**config.mk**
```make
export PLATFORM = sky130hd
export DESIGN_NAME = fpu_top
export DESIGN_NICKNAME = d
export VERILOG_FILES = /design/src/logic/fpu_pkg.sv /design/src/logic/fp_unpack.sv /design/src/logic/fp_addsub.sv /design/src/logic/fp_mul.sv /design/src/logic/fpu_top.sv
export SDC_FILE = /design/constraint.sdc
export NUM_CORES = 2
export LEC_CHECK = 0
export BUFFER_PORTS_ARGS = -buffer_cell sky130_fd_sc_hd__buf_2
export CAP_MARGIN = 40
export CORE_MARGIN = 2
export CORE_UTILIZATION = 38
export DETAILED_ROUTE_END_ITERATION = 6
export GPL_ROUTABILITY_DRIVEN = 0
export PLACE_DENSITY = 0.55
export SLEW_MARGIN = 20
export SYNTH_ARGS = -nofsm -noshare
export SYNTH_HDL_FRONTEND = slang
export SYNTH_SLANG_ARGS = --single-unit
```
**constraint.sdc**
```tcl
create_clock -name clk -period 0.8 [get_ports clk]
set_clock_uncertainty 0.1 [all_clocks]
set_input_delay 0.2 -clock clk [delete_from_list [all_inputs] [get_ports clk]]
set_output_delay 0.2 -clock clk [all_outputs]
set_load 0.02 [all_outputs]
```
**src/logic/fpu_pkg.sv**
```systemverilog
package fpu_pkg;

  // binary32 field layout
  localparam int EXP_W    = 8;    // exponent field
  localparam int MAN_W    = 23;   // stored fraction
  localparam int SIG_W    = 24;   // fraction plus hidden bit
  localparam int EXP_BIAS = 127;

  // canonical quiet nan fraction, only the top fraction bit set
  localparam logic [MAN_W-1:0] QNAN_MAN = {1'b1, {(MAN_W-1){1'b0}}};

  // operations the unit knows about
  typedef enum logic [1:0] {
    op_add,
    op_sub,
    op_mul
  } fpu_op_e;

  // one ieee-754 single precision word
  typedef struct packed {
    logic             sign;
    logic [EXP_W-1:0] exp;
    logic [MAN_W-1:0] man;
  } fp32_t;

  // operand class flags from the exponent and fraction fields
  typedef struct packed {
    logic nan;
    logic inf;
    logic zero;
    logic subnormal;  // exp field zero with a nonzero fraction
  } fp_class_t;

  // operand after unpacking, ready for the datapaths
  typedef struct packed {
    logic             sign;
    logic [EXP_W-1:0] exp;   // effective exponent, 1 for subnormals
    logic [SIG_W-1:0] sig;   // hidden bit only set for normal operands
    fp32_t            raw;   // untouched input word, nan pass-through uses it
    fp_class_t        cls;
  } fp_operand_t;

  // leading zero count of a 48 bit vector
  // callers pad narrower values with zeros at the bottom
  // all zero input gives 48
  function automatic logic [5:0] lzc(input logic [47:0] v);
    logic [5:0] cnt;
    cnt = 6'd48;
    // ascending scan, the highest set bit is the last one to write cnt
    for (int i = 0; i < 48; i++) begin
      if (v[i]) begin
        cnt = 6'(47 - i);
      end
    end
    return cnt;
  endfunction

endpackage

```
**src/logic/fp_unpack.sv**
```systemverilog
`timescale 1ns/10ps

module fp_unpack import fpu_pkg::*; (
  input  fp32_t       word,
  output fp_operand_t opnd
);

  logic exp_zero;   // exponent field all zeros
  logic exp_ones;   // exponent field all ones
  logic man_zero;   // fraction field all zeros
  logic is_normal;

  assign exp_zero  = (word.exp == '0);
  assign exp_ones  = (word.exp == '1);
  assign man_zero  = (word.man == '0);
  assign is_normal = !exp_zero && !exp_ones;

  always_comb begin
    // class decode
    opnd.cls.nan       = exp_ones && !man_zero;
    opnd.cls.inf       = exp_ones &&  man_zero;
    opnd.cls.zero      = exp_zero &&  man_zero;
    opnd.cls.subnormal = exp_zero && !man_zero;

    opnd.sign = word.sign;

    // subnormals are 0.f x 2^-126, same scale as a biased exponent of 1
    // zero keeps exponent 0 and never wins alignment against a real number
    if (opnd.cls.subnormal) begin
      opnd.exp = EXP_W'(1);
    end else begin
      opnd.exp = word.exp;
    end

    opnd.sig = {is_normal, word.man};  // hidden bit
    opnd.raw = word;                   // kept for nan pass-through
  end

endmodule

```
**src/logic/fp_addsub.sv**
```systemverilog
`timescale 1ns/10ps

module fp_addsub import fpu_pkg::*; (
  input  fp_operand_t a,
  input  fp_operand_t b,
  input  logic        sub,   // high selects a - b
  output fp32_t       res
);

  // mantissa vectors are [25:-3]
  // bit 25 sign, bit 24 carry, bit 23 hidden, [-1:-3] guard round sticky
  logic             a_small;         // a has the smaller exponent and is shifted
  logic [EXP_W-1:0] exp_big;
  logic [EXP_W-1:0] exp_diff;
  logic [4:0]       shamt;
  logic [55:0]      align_ext;       // shifted significand over the bits that fell out
  logic [25:-3]     small_aligned;
  logic [25:-3]     a_m;
  logic [25:-3]     b_m;
  logic [25:-3]     a_signed;
  logic [25:-3]     b_signed;
  logic [25:-3]     sum;
  logic [25:-3]     sum_abs;
  logic [25:-3]     m_carry;
  logic [EXP_W-1:0] e_carry;
  logic [5:0]       zcount;
  logic [5:0]       norm_shift;
  logic [25:-3]     m_shl;
  logic [EXP_W-1:0] e_shl;
  logic [25:-3]     m_norm;
  logic             guard;
  logic             rnd;
  logic             sticky;
  logic             round_up;
  logic [25:0]      m_rounded;
  logic [25:0]      m_renorm;
  logic [EXP_W-1:0] e_renorm;
  logic [EXP_W-1:0] e_final;

  // alignment
  assign a_small  = (a.exp < b.exp);
  assign exp_big  = a_small ? b.exp : a.exp;
  assign exp_diff = a_small ? (b.exp - a.exp) : (a.exp - b.exp);
  assign shamt    = (exp_diff > EXP_W'(28)) ? 5'd28 : exp_diff[4:0];  // 28 empties the window

  assign align_ext     = {2'b00, (a_small ? a.sig : b.sig), 30'd0} >> shamt;
  assign small_aligned = {align_ext[55:28], |align_ext[27:0]};  // sticky ORs all lost bits

  assign a_m = a_small ? small_aligned : {2'b00, a.sig, 3'b000};
  assign b_m = a_small ? {2'b00, b.sig, 3'b000} : small_aligned;

  // two's complement add, then magnitude
  assign a_signed = a.sign ? -a_m : a_m;
  assign b_signed = b.sign ? -b_m : b_m;
  assign sum      = sub ? (a_signed - b_signed) : (a_signed + b_signed);
  assign sum_abs  = sum[25] ? -sum : sum;

  // carry out of bit 23 moves right by one, sticky keeps the dropped bit
  assign m_carry = sum_abs[24] ? {1'b0, sum_abs[25:-1], |sum_abs[-2:-3]} : sum_abs;
  assign e_carry = exp_big + EXP_W'(sum_abs[24]);

  // left normalize, but never below biased exponent 0
  assign zcount     = lzc({m_carry[23:-3], 21'd0});
  assign norm_shift = (e_carry < EXP_W'(zcount)) ? e_carry[5:0] : zcount;
  assign m_shl      = m_carry << norm_shift;
  assign e_shl      = e_carry - EXP_W'(norm_shift);

  // exponent 0 encodes 0.f x 2^-126, one more right step
  assign m_norm = (e_shl == '0) ? {1'b0, m_shl[25:-1], |m_shl[-2:-3]} : m_shl;

  // round to nearest, ties to even
  assign {guard, rnd, sticky} = m_norm[-1:-3];
  assign round_up  = guard & (rnd | sticky | m_norm[0]);
  assign m_rounded = m_norm[25:0] + 26'(round_up);

  // rounding carry renormalizes
  assign m_renorm = m_rounded[24] ? (m_rounded >> 1) : m_rounded;
  assign e_renorm = e_shl + EXP_W'(m_rounded[24]);
  assign e_final  = (e_renorm == '0 && m_renorm[23]) ? EXP_W'(1) : e_renorm;  // subnormal rounded up

  always_comb begin
    if (a.cls.nan) begin
      res = a.raw;
    end else if (b.cls.nan) begin
      res = b.raw;
    end else if (a.cls.inf && b.cls.inf && (a.sign ^ b.sign ^ sub)) begin
      res = {1'b0, {EXP_W{1'b1}}, QNAN_MAN};  // inf - inf
    end else if (a.cls.inf && b.cls.inf) begin
      res = {a.sign, {EXP_W{1'b1}}, {MAN_W{1'b0}}};  // both push the same way
    end else if (a.cls.inf) begin
      res = {a.sign, {EXP_W{1'b1}}, {MAN_W{1'b0}}};
    end else if (b.cls.inf) begin
      res = {b.sign ^ sub, {EXP_W{1'b1}}, {MAN_W{1'b0}}};
    end else if (m_renorm == '0) begin
      res = '0;  // exact cancellation is +0
    end else begin
      res = {sum[25], e_final, m_renorm[MAN_W-1:0]};
    end
  end

endmodule

```
**src/logic/fp_mul.sv**
```systemverilog
`timescale 1ns/10ps

module fp_mul import fpu_pkg::*; (
  input  fp_operand_t a,
  input  fp_operand_t b,
  output fp32_t       res
);

  // exponents here are biased and signed, so 0 and below means subnormal
  logic                sign;
  logic [47:0]         product;     // 2.46 fixed point, unit at bit 46
  logic signed [9:0]   exp_sum;
  logic signed [9:0]   exp_adj;
  logic [5:0]          zcount;
  logic [47:0]         m_shl;       // hidden bit at 47 after this
  logic signed [9:0]   e_shl;
  logic                underflow;
  logic [9:0]          rshift;
  logic [47:0]         m_norm;
  logic                lost;        // ones shifted out on the subnormal path
  logic signed [9:0]   e_norm;
  logic                guard;
  logic                sticky;
  logic                round_up;
  logic [24:0]         m_rounded;
  logic [24:0]         m_renorm;
  logic signed [9:0]   e_renorm;
  logic [EXP_W-1:0]    e_field;

  assign sign    = a.sign ^ b.sign;
  assign product = a.sig * b.sig;

  assign exp_sum = $signed({2'b00, a.exp}) + $signed({2'b00, b.exp}) - 10'(EXP_BIAS);
  assign exp_adj = exp_sum + $signed({9'd0, product[47]});  // 1x.xx product

  // leading zeros move the hidden bit up to 47
  // a product with bit 46 set is already 1.x, so only the excess shift counts
  assign zcount = lzc(product);
  assign m_shl  = product << zcount;
  assign e_shl  = product[47] ? exp_adj : (exp_adj - $signed({4'd0, zcount}) + 10'sd1);

  // back up to biased exponent 0, then once more for the 0.f encoding
  assign underflow = (e_shl <= 10'sd0);
  assign rshift    = underflow ? 10'(10'sd1 - e_shl) : 10'd0;
  assign m_norm    = m_shl >> rshift;
  assign lost      = |(m_shl & ~({48{1'b1}} << rshift));
  assign e_norm    = underflow ? 10'sd0 : e_shl;

  // round upper 24 bits, ties to even
  assign guard     = m_norm[23];
  assign sticky    = |m_norm[22:0] | lost;
  assign round_up  = guard & (sticky | m_norm[24]);
  assign m_rounded = {1'b0, m_norm[47:24]} + 25'(round_up);

  // renormalize on rounding carry
  assign m_renorm = m_rounded[24] ? (m_rounded >> 1) : m_rounded;
  assign e_renorm = e_norm + $signed({9'd0, m_rounded[24]});
  assign e_field  = (e_renorm == 10'sd0 && m_renorm[23]) ? EXP_W'(1) : e_renorm[EXP_W-1:0];

  always_comb begin
    if (a.cls.nan) begin
      res = a.raw;
    end else if (b.cls.nan) begin
      res = b.raw;
    end else if ((a.cls.zero && b.cls.inf) || (a.cls.inf && b.cls.zero)) begin
      res = {1'b0, {EXP_W{1'b1}}, QNAN_MAN};  // 0 x inf
    end else if (a.cls.inf || b.cls.inf) begin
      res = {sign, {EXP_W{1'b1}}, {MAN_W{1'b0}}};
    end else if (a.cls.zero || b.cls.zero) begin
      res = {sign, {EXP_W{1'b0}}, {MAN_W{1'b0}}};  // signed zero
    end else begin
      res = {sign, e_field, m_renorm[MAN_W-1:0]};
    end
  end

endmodule

```
**src/logic/fpu_top.sv**
```systemverilog
`timescale 1ns/10ps

module fpu_top import fpu_pkg::*; (
  input  logic    clk,
  input  logic    arst_n,
  input  fp32_t   a_operand,
  input  fp32_t   b_operand,
  input  fpu_op_e operation,        // level, sampled every rising edge
  output fp32_t   ieee_packet_out   // result of the previous cycle's inputs
);

  fp_operand_t a_unp;
  fp_operand_t b_unp;
  fp32_t       addsub_res;
  fp32_t       mul_res;
  fp32_t       result_d;   // selected unit result, register input
  logic        sub;

  // operand decode
  fp_unpack u_unpack_a (
    .word (a_operand),
    .opnd (a_unp)
  );

  fp_unpack u_unpack_b (
    .word (b_operand),
    .opnd (b_unp)
  );

  assign sub = (operation == op_sub);  // adder runs a - b

  fp_addsub u_addsub (
    .a   (a_unp),
    .b   (b_unp),
    .sub (sub),
    .res (addsub_res)
  );

  fp_mul u_mul (
    .a   (a_unp),
    .b   (b_unp),
    .res (mul_res)
  );

  assign result_d = (operation == op_mul) ? mul_res : addsub_res;

  // single pipeline stage, one cycle latency
  always_ff @(posedge clk or negedge arst_n) begin
    if (!arst_n) begin
      ieee_packet_out <= '0;
    end else begin
      ieee_packet_out <= result_d;
    end
  end

endmodule

```
==> results.py <==
metrics = {
    "placed_design": {
        "io_buffers": 99,
        "dp_hpwl_mm": 184,
    },
    "floorplanning": {
        "num_rows": 129,
        "die_area_sq_um": 127000,
        "start_util_pct": 38.3,
        "fp.dieW_microns": 357,
        "core_region_area_sq_um": 124000,
        "die_h_microns": 357,
        "ios": 100,
    },
    "logic_synthesis": {
        "ys_seq_area_share_pct": 1.69,
        "synth-edff-count": 0,
        "synth_area_leader_cell": "fa_1",
        "synth.most_common_cell": "nand2_1",
        "avgSynthCellArea_sq_um": 7.14,
        "synth_area_sq_um": 47300,
        "synth-seq-cells": 32,
        "synth_area_leaders": "fa_1 (21%), nand2_1 (7.3%), ha_1 (7.0%), inv_1 (4.8%), a21oi_1 (3.7%)",
        "ys_types": 134,
        "yosysTopAreaCellShare_pct": 20.7,
        "synth-async-reset-ratio_pct": 100,
        "synth_warnings": 0,
        "synth_ff_type": "dfrtp_1",
        "synth_common_cells": "nand2_1 (924), inv_1 (602), fa_1 (488), nor2_1 (454), a21oi_1 (347)",
        "syn_inst": 6623,
        "synth_nets": 7444,
    },
    "global_route": {
        "grt_overflow": 0,
        "antenna_found_initial": 17,
        "grt_max_degree": 65,
        "track_usage_pct": 35.2,
        "first_global_vias": 60300,
        "grt_pass1_wl_mm": 354,
    },
    "route": {
        "viasPerCell": 6.04,
        "totalWireLength_mm": 233,
        "drtIter0Drc": 7808,
        "firstDrtPassIters": 7,
        "drt_drc_violations_left": 25,
        "via_count": 61800,
        "wl_per_cell_microns": 22.8,
        "drtAntennaViolNets": 0,
    },
    "clocking": {
        "cts_tree": "done",
        "cts_buffers": 5,
        "clock_sinks": 32,
        "clockBufferDepth": 2,
        "root_buffer": "clkbuf_16",
        "clk_pin_slew_ns": 0.06,
        "cts_max_level": 2,
    },
    "cells_and_area": {
        "final_nets": 9406,
        "reg_top3": "ieee_packet_out x32",
        "drive_gt1_share_pct": 33.8,
        "multi_input_area_sq_um": 44400,
        "largest_reg_flops": 32,
        "seqCellArea_sq_um": 806,
        "area_delta_synth_final_pct": 44.1,
        "nFillCells": 11800,
        "top_register": "ieee_packet_out",
    },
    "setup_path": {
        "crit_type": "primary input to flip-flop",
        "cp_max_fo": 6,
        "critPathMostFrequentCell": "buf_6",
        "max_stage_delay_ns": 0.63,
        "crit_buf_inv": 11,
        "cp.arrival_ns": 18.57,
        "cp-start-kind": "primary input",
        "worst_path_max_delay_cell": "or4_4",
        "path_delay_family": "compound AO/OA/AOI/OAI gates",
        "worst_ep_required_time_ns": 0.88,
        "worst_setup_path_end_kind": "flip-flop",
    },
    "hold_path": {
        "hp-class": "primary input to async pin",
    },
    "timing": {
        "final.setup.tns_ns": -569.98,
        "slew_headroom_pct": 36.4,
        "final_max_slew_viol_count": 0,
        "layout_min_cycle_time_ns": 18.49,
        "timing.hold.ws_ns": 0.308,
        "rsz0062_at_grt": "yes",
        "setup_slack_ns": -17.69,
        "max_freq_ghz": 0.0541,
        "period_share_pct": 2310,
        "setup_viol": 64,
        "worst_slew_pin_slew_ns": 0.951,
        "finalHoldViolCount": 0,
    },
    "flow_run": {
        "drv_cap": 0,
    },
    "status": {
        "status": "complete, but fails checks",
        "violations": "design-rule violations, negative setup slack",
    },
}
==> worst paths after layout <==
check	from	end	slack, ns	cells after the start
min in group clk	a_operand[19]	ieee_packet_out[19]	0.49	4
max in group asynchronous	arst_n	ieee_packet_out[28]	0.09	3
max	b_operand[17]	ieee_packet_out[29]	-17.69	96
min	arst_n	ieee_packet_out[20]	0.31	3
==> per-stage QoR <==
stage	instances	worst slack, ns	instance area [sq um]	utilization (%)
finish	10200	-17.69	68200	55.1
global route	10200	-18.28	68200	55.1
floorplan	6623	-18.46	48000	-
detailed placement	10100	-18.59	65100	52.6
CTS	10200	-17.39	67100	54.3
global placement	10100	-18.20	65000	52.6
==> timing repair <==
item | 4_1_cts | 5_1_grt
hold endpoints to repair | 32 | 0
gates resized for setup | 270 | 166
setup endpoints to repair | 64 | 64
hold buffers | 1 | 0
pin swaps | 117 | 121
setup buffers | 100 | 44
==> layout by cell type, fill, tap and decap left out, types with 59 or more instances in the layout <==
master	count
a21o_1	92
a211oi_1	79
nand4_1	67
inv_1	596
o21ai_0	276
mux2_2	60
a31oi_1	62
buf_6	84
xnor2_1	138
mux2i_1	135
xor2_1	76
buf_2	62
nor3_1	187
fa_1	484
buf_4	2234
nor2_1	440
o22ai_1	67
a21oi_1	315
nand3_1	195
nand2_1	911
and2_1	239
ha_1	252
and3_1	59
o211ai_1	88
==> layer usage <==
| metal | part of all wire [%] | vias to the layer above | GRT usage [%] |
|---|---|---|---|
| li1 | - | 27500 | - |
| met1 | 40 | 29600 | 47.7 |
| met2 | 42 | 3947 | 52.8 |
| met3 | 13 | 821 | 8.94 |
| met4 | 5.4 | 14 | 15.0 |
| met5 | 0.041 | - | 0 |
==> area by class of cell <==
| type | count | share of cell area (%) |
|---|---|---|
| multi-input cells | 5529 | 65.1 |
| repair buffers | 2401 | 27.0 |
| inverters | 616 | 3.41 |
| well taps | 1637 | 3.00 |
| flip-flops and latches | 32 | 1.18 |
| clock buffers | 6 | 0.189 |
| clock inverters | 2 | 0.0514 |
| diodes | 8 | 0.0294 |
==> logic make-up (layout without fill, tap and decap cells) <==
group / after synthesis / in the layout / synth area share [%]
AO/OA/AOI/OAI: 1787 / 1787 / 26.4
XOR/XNOR: 233 / 233 / 4.41
adder cells (fa/ha/maj): 753 / 753 / 27.7
buffers and inverters: 1062 / 3025 / 8.78
flip-flops: 32 / 32 / 1.69
multiplexers: 226 / 226 / 5.07
other: 0 / 8 / 0
AND/OR/NAND/NOR: 2530 / 2530 / 26.0
Power is not shown: default switching activity piles up to over one toggle a cycle in this logic, so the estimate is an artifact.
